$ cat src/shuffle_params.svh
// Build-time sizes of the read shuffler
// Lane and cluster geometry, beat width, stage count, burst queue depth
// and the width of the beat count

`ifndef SHUFFLE_PARAMS_SVH
`define SHUFFLE_PARAMS_SVH

// Cluster geometry
`define SHUF_NR_LANES      2
`define SHUF_NR_CLUSTERS   4
`define SHUF_CLUSTER_DW    64
`define SHUF_TOTAL_DW      (`SHUF_NR_CLUSTERS * `SHUF_CLUSTER_DW)

// One stage per doubling of the block size, from 8 bits per lane up to a slice
`define SHUF_NUM_STAGES    ($clog2(`SHUF_CLUSTER_DW / (8 * `SHUF_NR_LANES)))

// Burst bookkeeping
`define SHUF_NUM_TRACKERS  4
`define SHUF_LEN_W         8

`endif

$ cat src/shuffle_pkg.sv
// Types shared by the read shuffler
// Element-width code, beat, burst request, stage enables,
// queue pointer and queue entry

`include "shuffle_params.svh"

package shuffle_pkg;

  // Element width code: 0 = 8 bit, 1 = 16 bit, 2 = 32 bit, 3 = 64 bit
  typedef logic [1:0] ew_t;

  // One wide memory beat, one slice per cluster, plus the burst end marker
  typedef struct packed {
    logic [`SHUF_TOTAL_DW-1:0] data;
    logic                      last;
  } beat_t;

  // Burst request, len is the number of beats
  typedef struct packed {
    logic [`SHUF_LEN_W-1:0] len;
    ew_t                    ew;
  } burst_req_t;

  typedef logic [`SHUF_NUM_STAGES-1:0] stage_en_t;

  typedef logic [$clog2(`SHUF_NUM_TRACKERS)-1:0] trk_ptr_t;

  // What the stages need to know about a queued burst
  typedef struct packed {
    logic [`SHUF_LEN_W-1:0] len;
    stage_en_t              stage_en;
  } trk_entry_t;

endpackage

$ cat src/beat_counter.sv
// Beat counter of the read shuffler
// Counts stage-0 transfers within the current burst and flags the
// last beat, then wraps to zero

`timescale 1ns/1ps

`include "shuffle_params.svh"

module beat_counter (
  input  logic                   clk_i,
  input  logic                   rst_ni,
  input  logic                   fire_i,
  input  logic [`SHUF_LEN_W-1:0] head_len_i,
  output logic                   last_o
);

  logic [`SHUF_LEN_W-1:0] count_q;
  logic [`SHUF_LEN_W-1:0] last_idx;

  // Index of the final beat of the burst at the head
  assign last_idx = head_len_i - 1'b1;
  assign last_o   = (count_q == last_idx);

  always_ff @(posedge clk_i or negedge rst_ni) begin
    if (!rst_ni) begin
      count_q <= '0;
    end else if (fire_i) begin
      if (last_o) begin
        count_q <= '0;
      end else begin
        count_q <= count_q + 1'b1;
      end
    end
  end

endmodule

$ cat src/burst_tracker.sv
// Queue of accepted bursts for the read shuffler
// Accept pointer, one issue pointer per stage, occupancy count and
// the count of bursts still waiting for stage 0

`timescale 1ns/1ps

`include "shuffle_params.svh"

module burst_tracker (
  input  logic                    clk_i,
  input  logic                    rst_ni,
  // Request channel
  input  logic                    req_valid_i,
  output logic                    req_ready_o,
  input  shuffle_pkg::burst_req_t req_i,
  // Stage side
  input  shuffle_pkg::stage_en_t  last_fire_i,
  output shuffle_pkg::stage_en_t  stage_en_o,
  output logic [`SHUF_LEN_W-1:0]  head_len_o,
  output logic                    head_valid_o
);

  localparam int unsigned LAST_STAGE = `SHUF_NUM_STAGES - 1;

  typedef logic [$clog2(`SHUF_NUM_TRACKERS):0] cnt_t;

  shuffle_pkg::trk_entry_t [`SHUF_NUM_TRACKERS-1:0] queue_q;
  shuffle_pkg::trk_ptr_t                            accept_ptr_q;
  shuffle_pkg::trk_ptr_t [`SHUF_NUM_STAGES-1:0]     issue_ptr_q;
  cnt_t                                             occ_q;
  cnt_t                                             pend_q;

  logic                   req_fire;
  logic                   free;
  shuffle_pkg::stage_en_t new_en;

  function automatic shuffle_pkg::trk_ptr_t next_ptr(input shuffle_pkg::trk_ptr_t ptr);
    if (ptr == shuffle_pkg::trk_ptr_t'(`SHUF_NUM_TRACKERS - 1)) begin
      return '0;
    end
    return ptr + 1'b1;
  endfunction

  ////////////////////////////////////////////////////////////////////////////
  // Accept and free
  ////////////////////////////////////////////////////////////////////////////

  assign req_ready_o = (occ_q != cnt_t'(`SHUF_NUM_TRACKERS));
  assign req_fire    = req_valid_i & req_ready_o;

  // The final stage finishing a burst releases its entry
  assign free = last_fire_i[LAST_STAGE];

  // Stages at or above the element width do the shuffling
  always_comb begin
    for (int s = 0; s < `SHUF_NUM_STAGES; s++) begin
      new_en[s] = (s >= int'(req_i.ew));
    end
  end

  always_ff @(posedge clk_i or negedge rst_ni) begin
    if (!rst_ni) begin
      queue_q      <= '0;
      accept_ptr_q <= '0;
      issue_ptr_q  <= '0;
      occ_q        <= '0;
      pend_q       <= '0;
    end else begin
      if (req_fire) begin
        queue_q[accept_ptr_q].len      <= req_i.len;
        queue_q[accept_ptr_q].stage_en <= new_en;
        accept_ptr_q                   <= next_ptr(accept_ptr_q);
      end
      // Each stage moves on to the next burst after its own last beat
      for (int s = 0; s < `SHUF_NUM_STAGES; s++) begin
        if (last_fire_i[s]) begin
          issue_ptr_q[s] <= next_ptr(issue_ptr_q[s]);
        end
      end
      occ_q  <= occ_q + cnt_t'(req_fire) - cnt_t'(free);
      pend_q <= pend_q + cnt_t'(req_fire) - cnt_t'(last_fire_i[0]);
    end
  end

  ////////////////////////////////////////////////////////////////////////////
  // Per-stage view of the queue
  ////////////////////////////////////////////////////////////////////////////

  always_comb begin
    for (int s = 0; s < `SHUF_NUM_STAGES; s++) begin
      stage_en_o[s] = queue_q[issue_ptr_q[s]].stage_en[s];
    end
  end

  assign head_len_o   = queue_q[issue_ptr_q[0]].len;
  // Something accepted that stage 0 has not finished yet
  assign head_valid_o = (pend_q != '0);

endmodule

$ cat src/shuffle_network.sv
// One permutation stage of the read shuffler
// Interleaves the two halves of the beat at the block size of the stage,
// or copies the beat when disabled

`timescale 1ns/1ps

`include "shuffle_params.svh"

module shuffle_network #(
  parameter int unsigned STAGE = 0
) (
  input  shuffle_pkg::beat_t beat_i,
  input  logic               enable_i,
  output shuffle_pkg::beat_t beat_o
);

  // Block size starts at one byte per lane and doubles every stage
  localparam int unsigned BLOCK_W    = (8 * `SHUF_NR_LANES) << STAGE;
  localparam int unsigned ITERATIONS = `SHUF_TOTAL_DW / (2 * BLOCK_W);

  ////////////////////////////////////////////////////////////////////////////
  // Block permutation
  ////////////////////////////////////////////////////////////////////////////

  always_comb begin
    beat_o = beat_i;
    if (enable_i) begin
      // Block i of the lower half and block i of the upper half
      // become neighbours at the output
      for (int i = 0; i < ITERATIONS; i++) begin
        for (int j = 0; j < 2; j++) begin
          beat_o.data[(2 * i + j) * BLOCK_W +: BLOCK_W] =
            beat_i.data[(j * ITERATIONS + i) * BLOCK_W +: BLOCK_W];
        end
      end
    end
  end

endmodule

$ cat src/shuffle_pipe_reg.sv
// One-entry valid/ready register for beats
// Separates two permutation stages and holds its beat under
// back-pressure, ready passes through when empty or draining

`timescale 1ns/1ps

module shuffle_pipe_reg (
  input  logic               clk_i,
  input  logic               rst_ni,
  // Upstream side
  input  logic               valid_i,
  output logic               ready_o,
  input  shuffle_pkg::beat_t beat_i,
  // Downstream side
  output logic               valid_o,
  input  logic               ready_i,
  output shuffle_pkg::beat_t beat_o
);

  logic               valid_q;
  shuffle_pkg::beat_t beat_q;

  // Can take a new beat if empty or the held one leaves this cycle
  assign ready_o = ~valid_q | ready_i;

  always_ff @(posedge clk_i or negedge rst_ni) begin
    if (!rst_ni) begin
      valid_q <= 1'b0;
    end else if (ready_o) begin
      valid_q <= valid_i;
    end
  end

  // Payload only moves on an upstream transfer
  always_ff @(posedge clk_i) begin
    if (valid_i && ready_o) begin
      beat_q <= beat_i;
    end
  end

  assign valid_o = valid_q;
  assign beat_o  = beat_q;

endmodule

$ cat src/shuffle_unit.sv
// Top level of the read shuffler
// Burst tracker, beat counter, two permutation stages and the
// register between them

`timescale 1ns/1ps

`include "shuffle_params.svh"

module shuffle_unit (
  input  logic                        clk_i,
  input  logic                        rst_ni,
  // Burst requests
  input  logic                        req_valid_i,
  output logic                        req_ready_o,
  input  shuffle_pkg::burst_req_t     req_i,
  // Input beats, data only
  input  logic                        in_valid_i,
  output logic                        in_ready_o,
  input  logic [`SHUF_TOTAL_DW-1:0]   in_data_i,
  // Shuffled beats
  output logic                        out_valid_o,
  input  logic                        out_ready_i,
  output shuffle_pkg::beat_t          out_beat_o
);

  localparam int unsigned LAST_STAGE = `SHUF_NUM_STAGES - 1;

  shuffle_pkg::stage_en_t stage_en;
  shuffle_pkg::stage_en_t last_fire;
  logic [`SHUF_LEN_W-1:0] head_len;
  logic                   head_valid;
  logic                   cnt_last;

  shuffle_pkg::beat_t s0_in;
  shuffle_pkg::beat_t s0_out;
  shuffle_pkg::beat_t reg_beat;
  logic               s0_valid;
  logic               s0_fire;
  logic               reg_ready;

  ////////////////////////////////////////////////////////////////////////////
  // Control
  ////////////////////////////////////////////////////////////////////////////

  burst_tracker u_burst_tracker (
    .clk_i        (clk_i),
    .rst_ni       (rst_ni),
    .req_valid_i  (req_valid_i),
    .req_ready_o  (req_ready_o),
    .req_i        (req_i),
    .last_fire_i  (last_fire),
    .stage_en_o   (stage_en),
    .head_len_o   (head_len),
    .head_valid_o (head_valid)
  );

  beat_counter u_beat_counter (
    .clk_i      (clk_i),
    .rst_ni     (rst_ni),
    .fire_i     (s0_fire),
    .head_len_i (head_len),
    .last_o     (cnt_last)
  );

  // Beats are only taken while a burst is waiting for them
  assign s0_valid   = in_valid_i & head_valid;
  assign in_ready_o = reg_ready & head_valid;
  assign s0_fire    = in_valid_i & in_ready_o;

  assign last_fire[0]          = s0_fire & s0_out.last;
  assign last_fire[LAST_STAGE] = out_valid_o & out_ready_i & out_beat_o.last;

  ////////////////////////////////////////////////////////////////////////////
  // Datapath
  ////////////////////////////////////////////////////////////////////////////

  assign s0_in.data = in_data_i;
  assign s0_in.last = cnt_last;

  shuffle_network #(
    .STAGE (0)
  ) u_stage0 (
    .beat_i   (s0_in),
    .enable_i (stage_en[0]),
    .beat_o   (s0_out)
  );

  shuffle_pipe_reg u_pipe_reg (
    .clk_i   (clk_i),
    .rst_ni  (rst_ni),
    .valid_i (s0_valid),
    .ready_o (reg_ready),
    .beat_i  (s0_out),
    .valid_o (out_valid_o),
    .ready_i (out_ready_i),
    .beat_o  (reg_beat)
  );

  // Final stage sits after the register, combinational to the output
  shuffle_network #(
    .STAGE (LAST_STAGE)
  ) u_stage1 (
    .beat_i   (reg_beat),
    .enable_i (stage_en[LAST_STAGE]),
    .beat_o   (out_beat_o)
  );

endmodule

$ cat config.mk
export PLATFORM = sky130hd
export DESIGN_NAME = shuffle_unit
export DESIGN_NICKNAME = d
export VERILOG_FILES = /design/src/shuffle_pkg.sv /design/src/beat_counter.sv /design/src/burst_tracker.sv /design/src/shuffle_network.sv /design/src/shuffle_pipe_reg.sv /design/src/shuffle_unit.sv
export VERILOG_INCLUDE_DIRS = /design/src
export SDC_FILE = /design/constraint.sdc
export NUM_CORES = 1
export LEC_CHECK = 0
export BUFFER_PORTS_ARGS = -buffer_cell sky130_fd_sc_hd__clkbuf_2
export CORE_AREA = 2 2 206 208
export DETAILED_ROUTE_END_ITERATION = 12
export DIE_AREA = 0 0 208 210
export SYNTH_ARGS = -nofsm -noshare
export SYNTH_HDL_FRONTEND = slang
export SYNTH_SLANG_ARGS = --single-unit
$ cat constraint.sdc
create_clock -name clk_i -period 18.6 [get_ports clk_i]
set_clock_uncertainty 0.1 [all_clocks]
set_input_delay 0.93 -clock clk_i [delete_from_list [all_inputs] [get_ports clk_i]]
set_output_delay 0.93 -clock clk_i [all_outputs]
set_load 0.02 [all_outputs]
==> results of run 1 <==
==> area by class of cell <==
type                    count  area (sq um)
flip-flops and latches    318          9240
repair buffers            537          2710
inverters                  16          67.6
clock inverters            13          91.3
multi-input cells         583          6140
well taps                 539           674
clock buffers              51          1050
fillers                  3705         21500
diodes                      1          2.50
==> cells by family after synthesis <==
family          count (synthesis)  synth area share, %
compound gates                 29                 1.17
flops                         318                 57.3
buf+inv                       136                 4.72
simple gates                   64                 1.97
fa+ha+maj                      14                 1.18
xor+xnor                       15                0.814
mux                           461                 32.9
==> routing by layer <==
metal	vias up	routed length (um)
met1	4977	16800
li1	4786	-
met2	367	21800
met3	82	3250
met5	-	50
met4	6	1710
==> flip-flops by register name, indices dropped and copies added, names as in the netlist <==
name	flops
u_beat_counter.count_q	8
u_burst_tracker.accept_ptr_q	2
u_burst_tracker.queue_q	40
u_pipe_reg.beat_o	257
u_burst_tracker.occ_q	3
u_burst_tracker.pend_q	3
u_pipe_reg.valid_o	1
u_burst_tracker.issue_ptr_q	4
==> metrics by stage <==
step / util [%] / hold WS, ps / instances / area [sq um] / power (W)
after floorplan: - / 345 / 1037 / 16100 / 0.00254
after global placement: 45.4 / 362 / 1993 / 18800 / 0.00303
after detailed placement: 45.4 / 371 / 1993 / 18800 / 0.00305
after CTS: 48.2 / 384 / 2057 / 20000 / 0.00377
after global routing: 48.2 / 416 / 2057 / 20000 / 0.00392
final: 48.2 / 377 / 2058 / 20000 / 0.00372
==> cells in the mapped netlist, drive strengths merged <==
cell type / number / area [sq um]
edfxtp: 257 / 7720
ha: 12 / 150
mux2: 451 / 5080
clkbuf: 54 / 203
fa: 2 / 40.0
nor4b: 1 / 15.0
buf: 66 / 499
and2: 1 / 6.26
nor3: 10 / 61.3
nor2: 6 / 25.0
dfrtp: 61 / 1530
o211ai: 3 / 22.5
nand2: 31 / 116
o21ai: 18 / 90.1
xor2: 1 / 8.76
a311oi: 1 / 26.3
a21o: 3 / 22.5
or2: 3 / 18.8
nor3b: 1 / 7.51
or3: 2 / 12.5
nor4: 2 / 12.5
a21oi: 2 / 10.0
o221ai: 1 / 8.76
and4bb: 1 / 12.5
mux4: 10 / 225
nand3: 6 / 30.0
xnor2: 14 / 123
inv: 16 / 60.1
o31a: 1 / 8.76
==> report_power, final <==
group          internal, W  total (W)  switching (W)  leakage (nW)
Sequential         0.00103    0.00113       0.000101          3.17
Combinational     0.000816    0.00189        0.00108          4.44
Clock             0.000409   0.000694       0.000285         0.560
Total              0.00226    0.00372        0.00146          8.17
==> layout by cell type (no fill, tap or decap), types with 2 or more instances in the layout <==
cell / synthesis / final
clkbuf_2: 0 / 530
mux2_2: 449 / 449
edfxtp_1: 257 / 257
dfrtp_1: 61 / 61
clkbuf_16: 0 / 40
nand2_1: 31 / 31
o21ai_0: 17 / 17
inv_1: 16 / 15
xnor2_1: 14 / 14
ha_1: 12 / 12
clkbuf_1: 54 / 10
nor3_1: 9 / 9
mux4_2: 10 / 8
buf_4: 65 / 7
nand3_1: 6 / 6
clkinv_2: 0 / 6
nor2_1: 5 / 5
clkinv_1: 0 / 4
a21o_1: 3 / 3
or2_2: 3 / 3
o211ai_1: 3 / 3
mux4_4: 0 / 2
a21oi_1: 2 / 2
or3_1: 2 / 2
nor4_1: 2 / 2
mux2_1: 2 / 2
fa_1: 2 / 2
==> worst paths after layout <==
kind                                                 from                         endpoint  slack (ps)  cells past startpoint
hold reg to reg               u_burst_tracker.queue_q[11]      u_burst_tracker.queue_q[11]         380                      2
hold / removal                u_burst_tracker.queue_q[11]      u_burst_tracker.queue_q[11]         380                      2
min in group asynchronous                          rst_ni  u_burst_tracker.accept_ptr_q[0]         450                      2
setup / recovery           u_burst_tracker.issue_ptr_q[2]                  out_beat_o[196]       13420                      5
setup reg to reg           u_burst_tracker.issue_ptr_q[0]        u_burst_tracker.pend_q[2]       14280                     13
max in group asynchronous                          rst_ni        u_beat_counter.count_q[1]       17440                      2
==> worst max-delay path: stages, from the launching register on <==
cell and delay (ps):
dfrtp_1 420, mux4_4 1010, buf_4 780, buf_4 710, mux2_2 420, clkbuf_2 160
==> PnR_summary.wiki, run 1 <==
{| class="wikitable"
! Metric !! Value
|-
| Result of the run || finished clean
|-
| Die outline area || 43,700 sq um
|-
| Count of hold buffers inserted by post-cts repair || 0
|-
| Placement-stage worst setup slack || about 14,000 ps
|-
| Clock Tree Root || clkbuf_16
|-
| Type of the worst setup path || reg2out
|-
| Clock latency at the later pin of the worst-skew pair || roughly 550 ps
|-
| Top Ports || around 530
|-
| Crit end category || primary output
|-
| Standby leakage power || around 8.2 nW
|-
| Maximum count of clock buffers along a single path || 3
|-
| Synth warn || 0
|-
| Total setup buffers inserted after CTS || 0
|-
| Via count normalized by instance count || approximately 5.0
|-
| Routing usage on met2 || approximately a third
|-
| Maximum number of pins on one net before global-route repair || ~130
|-
| Number of distinct library cells after synthesis || 34
|-
| Met1 GRT Util || 22.3%
|-
| Routed vias || 10,200
|-
| Placer congestion estimate || between 0.8 and 0.9
|-
| Global route overflow || 0
|-
| Setup violation total in the final timing report || 0
|-
| Maximum resistive drop on vdd || 124 uV
|-
| Synth Instances || a little over 1,000
|-
| Post-Syn Nets || around 1,300
|-
| Final antenna-violating net count || 0
|-
| Sinks on Clock Net || roughly 320
|-
| Max-cap violations || 0
|-
| Least-Margin Pin Slew || roughly 1200 ps
|-
| Number of CTS-inserted buffers || 37
|-
| #FFs+latches synth || ~320
|-
| Clock period minus final worst setup slack || 5180 ps
|-
| Initial Utilization || just under 40%
|-
| Max FO, Critical Path || between 60 and 70
|-
| Share of synthesized area occupied by flip-flops and latches || between 50% and 60%
|-
| Global-route wire length before repair || 64.4 mm
|-
| DRC viols || 0
|-
| Hpwl dp || roughly 33 mm
|-
| All-Layer GR Usage || 19.4%
|-
| Proportion of layout cells with a drive suffix above 1 || between 60% and 70%
|-
| Type of origin of the critical path || flip-flop
|-
| Maximum level of the CTS H-tree || 2
|-
| Worst Path Arrival || 4150 ps
|-
| Post-synthesis area per instance || 15.6 sq um
|-
| DIE HEIGHT || approximately 210 um
|-
| Areal power density over the cells || 186 nW/um^2
|-
| Number of global-route vias before repair || around 11,000
|-
| WL per Instance || between 20 and 25 um
|-
| Met3 Track Usage GR || 5.88%
|-
| Max Fclk || about 190 MHz
|-
| Post-synthesis instance area || roughly 16,000 sq um
|-
| Number of nets in the final layout || 1,778
|-
| Post-route clock period utilization || 27.9%
|-
| Aggregate negative setup slack || 0 ps
|-
| Normalized max-slew margin || around 23%
|-
| Floorplan Core Area || about 41,000 sq um
|-
| Initial detailed-routing violation count || approximately 500
|-
| Final hold violation count || 0
|-
| Horizontal die dimension || 208 um
|-
| Row count || 75
|-
| Busiest layer in global routing || met2
|-
| CTS resizes || 0
|-
| Area added between synthesis and finish || 23.8%
|-
| # port buffers || 530
|-
| Total detailed-routing wirelength || 43.7 mm
|-
| Setup ws final || ~13,000 ps
|-
| Endpoint required time on the critical path || roughly 18,000 ps
|-
| Clock transition at the register clock pins on the worst setup and hold paths after CTS || 60 ps
|-
| Initial antenna violation count || 3
|-
| CTS tree || yes
|-
| Max Slew Vio Count || 0
|-
| Number of iterations in the first detailed-routing pass || 4
|-
| Unrepaired setup endpoints after global routing || no
|-
| Min-Delay Path Class || reg2reg
|}
No activity file was read; power rests on OpenSTA's default activity.
==> inputs of run 2 (changes only) <==
--- a/config.mk
+++ b/config.mk
@@ -6,10 +6,11 @@
 export SDC_FILE = /design/constraint.sdc
 export NUM_CORES = 1
 export LEC_CHECK = 0
+export ABC_AREA = 1
 export BUFFER_PORTS_ARGS = -buffer_cell sky130_fd_sc_hd__clkbuf_2
-export CORE_AREA = 2 2 206 208
+export CORE_AREA = 2 2 207 209
 export DETAILED_ROUTE_END_ITERATION = 12
-export DIE_AREA = 0 0 208 210
+export DIE_AREA = 0 0 209 211
 export SYNTH_ARGS = -nofsm -noshare
 export SYNTH_HDL_FRONTEND = slang
 export SYNTH_SLANG_ARGS = --single-unit
==> constraint.sdc (replaced) <==
create_clock -name clk_i -period 5.4 [get_ports clk_i]
set_clock_uncertainty 0.1 [all_clocks]
set_input_delay 0.27 -clock clk_i [delete_from_list [all_inputs] [get_ports clk_i]]
set_output_delay 0.27 -clock clk_i [all_outputs]
set_load 0.02 [all_outputs]
==> PnR_summary.wiki, run 2 <==
{| class="wikitable"
! Metric !! Value
|-
| Setup violation total in the final timing report || 0
|-
| Crit end category || flip-flop
|-
| Number of nets in the final layout || between 2,000 and 3,000
|-
| Global route overflow || 0
|-
| Routed vias || about 14,000
|-
| Max FO, Critical Path || 23
|-
| Register Area || between 9000 and 10,000 sq um
|-
| Hpwl dp || 34.2 mm
|-
| Row count || 75
|-
| Number of global-route vias before repair || roughly 14,000
|-
| CTS tree || yes
|-
| DRC viols || 0
|-
| Final design area excluding fillers || 23,500 sq um
|-
| Type of origin of the critical path || flip-flop
|-
| All-Layer GR Usage || a little over a fifth
|-
| Type of the worst setup path || reg2reg
|-
| Final antenna-violating net count || 0
|-
| Area added between synthesis and finish || 44.2%
|-
| Proportion of layout cells with a drive suffix above 1 || 30.6%
|-
| Floorplan Core Area || approximately 42,000 sq um
|-
| Top Ports || 531
|-
| Initial detailed-routing violation count || between 800 and 900
|-
| WL per Instance || about 17 um
|-
| Count of filler cells inserted in the layout || 3,559
|-
| Normalized max-slew margin || between 30% and 40%
|-
| Share of flip-flops with an asynchronous set or reset after synthesis || 19.2%
|-
| Multi-input logic area || 5460 sq um
|-
| CTS resizes || 0
|-
| Via count normalized by instance count || approximately 4.8
|-
| Switching fraction of total power || 45.4%
|-
| Number of CTS-inserted buffers || 38
|-
| Largest incremental delay on the critical path || 800 ps
|-
| Setup ws final || between 1500 and 2000 ps
|-
| Slowest cell on crit path || dfrtp_1
|-
| Max Fclk || between 200 and 300 MHz
|-
| Die outline area || about 44,000 sq um
|-
| Worst setup path endpoint || u_burst_tracker.pend_q[1]
|-
| Initial Utilization || between 30 and 40%
|-
| Max-cap violations || 0
|-
| Clock period minus final worst setup slack || between 3000 and 4000 ps
|-
| Placement-stage worst setup slack || roughly 1700 ps
|-
| Result of the run || finished clean
|-
| Placer congestion estimate || 0.864
|-
| Clock transition at the register clock pins on the worst setup and hold paths after CTS || roughly 60 ps
|-
| Sinks on Clock Net || between 300 and 400
|-
| Maximum resistive drop on vdd || 466 uV
|-
| Least-Margin Pin Slew || 1040 ps
|-
| Proportion of power drawn by combinational gates || between 50% and 60%
|-
| Reg power frac || 27.7%
|-
| Top cells by area in the synthesized netlist || edfxtp_1 47%, dfrtp_1 9.4%, mux2_2 8.8%, nand2_1 6.4%, o21ai_0 5.8%
|-
| Reg-to-Reg End || u_burst_tracker.pend_q[1]
|-
| #FFs+latches synth || ~320
|-
| Cell types with the highest counts after synthesis || 277 x nand2_1, 257 x edfxtp_1, 200 x inv_1
|-
| Clock latency at the later pin of the worst-skew pair || between 500 and 600 ps
|-
| Worst-path cell chain || inv_2, nand2_1, nand3_1, nand2_2, ha_1, xor2_1, nand3_1, nor2_1, nand3_1, nor2_4, nand3_4, inv_2, ha_4, inv_2, ha_4, inv_2, fa_2, inv_1
|-
| Initial antenna violation count || 4
|-
| Share of synthesized area occupied by flip-flops and latches || approximately 57%
|-
| Unrepaired setup endpoints after global routing || no
|-
| Most used flip-flop cell after synthesis || edfxtp_1
|-
| Internal || between 0.008 and 0.009 W
|-
| Path depth of the worst reg2reg path || 18
|-
| Total detailed-routing wirelength || 49.9 mm
|-
| Synth Instances || approximately 1,700
|-
| Worst Path Arrival || slightly above 4000 ps
|-
| DIE HEIGHT || 211 um
|-
| Crit-path most repeated cell || inv_2
|-
| Post-synthesis instance area || around 16,000 sq um
|-
| Global-route wire length before repair || 75.3 mm
|-
| Synth warn || 0
|-
| Clock network fraction of total power || ~16%
|-
| Commonest non-fill, non-tap cell in the layout || clkbuf_2
|-
| Min-Delay Path Class || in2reg
|-
| Critical R2R Launch || u_burst_tracker.issue_ptr_q[0]
|-
| Cell Count, Final, Fillers Out || 2,992
|-
| Most frequent cells in the layout || 530 x clkbuf_2, 338 x dlygate4sd3_1, 275 x nand2_1, 257 x edfxtp_1, 195 x inv_1
|-
| Endpoint required time on the critical path || about 5700 ps
|-
| Number of distinct library cells after synthesis || 30
|-
| Largest register FFs || 257
|-
| Count of hold buffers inserted by post-cts repair || ~340
|-
| Post-route clock period utilization || roughly 70%
|-
| Horizontal die dimension || 209 um
|-
| Switching power || between 0.007 and 0.008 W
|-
| Total instance count after detailed placement || about 2,600
|-
| Worst setup slack for register-to-register paths || 1630 ps
|-
| Post-Syn Nets || between 1,500 and 2,000
|-
| Hold wc startpoint || in_data_i[125]
|-
| Launching element of the worst setup path || u_burst_tracker.issue_ptr_q[0]
|-
| Total setup buffers inserted after CTS || 0
|-
| Max Slew Vio Count || 0
|-
| Standby leakage power || 10.7 nW
|-
| Maximum number of pins on one net before global-route repair || ~170
|-
| Number of iterations in the first detailed-routing pass || 5
|-
| Areal power density over the cells || 667 nW/um^2
|-
| # port buffers || 530
|-
| Area post-placement || between 15,000 and 20,000 sq um
|-
| Final hold violation count || 0
|-
| Post-synthesis area per instance || 9.82 sq um
|-
| Top-count cell post-synth || nand2_1
|-
| Clock Tree Root || clkbuf_16
|-
| Count of flip-flops with a built-in enable after synthesis || roughly 260
|-
| Area share of the leading cell type in the synthesized netlist || a little under half
|-
| Maximum count of clock buffers along a single path || 3
|-
| Yosys top cell by area || edfxtp_1
|-
| Maximum level of the CTS H-tree || 2
|}
[run 2: cell types whose count changed in the layout (fill, tap and decap cells not counted), moves of 8 or more]
cell and change:
nand3_1 +31, nand2_1 +244, mux2_2 -321, nor2_1 +152, inv_1 +180, o21ai_0 +171
mux4_2 -8, xnor2_1 -9, a21oi_1 +147, dlygate4sd3_1 +338
[run 2: worst max-delay path, delay by kind of cell, from the launching register on]
kind | cells | cell delay [ps]
adder cells (fa/ha/maj) | 4 | 1080
AND/OR/NAND/NOR | 8 | 1010
flip-flops | 1 | 800
buffers and inverters | 5 | 490
XOR/XNOR | 1 | 160
[run 2: worst min-delay path by stage]
stage,endpoint,slack [ps],depth (start not counted)
after floorplan,u_beat_counter.count_q[0],-130,0
after CTS,u_pipe_reg.beat_o[156],20,3
after global routing,u_pipe_reg.beat_o[162],30,3
after global placement,u_pipe_reg.beat_o[254],350,1
final,u_pipe_reg.beat_o[126],60,3
after detailed placement,u_pipe_reg.beat_o[255],350,1
[run 2: power groups by stage]
stage	sequential (W)	combinational [W]	clock, W
after global routing	0.00444	0.00968	0.00257
after detailed placement	0.00437	0.00817	0
final	0.00434	0.00891	0.00243
after CTS	0.00433	0.00885	0.00249
after global placement	0.00435	0.00803	0
after floorplan	0.00427	0.00601	0
[run 2: layout make-up]
class	instances	share of cell area (%)
antenna	2	0.0213
inverter	203	3.26
multi-input combinational	984	23.2
timing repair buffer	879	26.3
clock buffer	50	4.50
tap	539	2.87
clock inverter	17	0.474
sequential	318	39.3
[run 2: through the flow]
step / total power [W] / setup TNS, ps / utilization (%) / hold WS [ps]
2_1_floorplan: 0.0103 / -809 / - / -126
3_3_place_gp: 0.0124 / 0 / 45.4 / 347
3_5_place_dp: 0.0125 / 0 / 45.4 / 349
4_1_cts: 0.0157 / 0 / 56.3 / 19.2
5_1_grt: 0.0167 / 0 / 56.3 / 34.5
6_report: 0.0157 / 0 / 56.3 / 57.1
[run 2: routing by layer]
metal / track usage, % / part of all wire, % / vias up
met5: 0 / 0.040 / -
met4: 9.83 / 4.2 / 4
met3: 5.34 / 6.7 / 112
met2: 38.3 / 50 / 505
met1: 25.2 / 40 / 6690
li1: - / - / 7001
[run 2: cells by family after synthesis]
group                    synth area share, %
buffers and inverters                   10.1
adder cells (fa/ha/maj)                 1.17
AO/OA/AOI/OAI                           10.5
AND/OR/NAND/NOR                         12.0
XOR/XNOR                               0.645
flip-flops                              56.7
multiplexers                            8.84
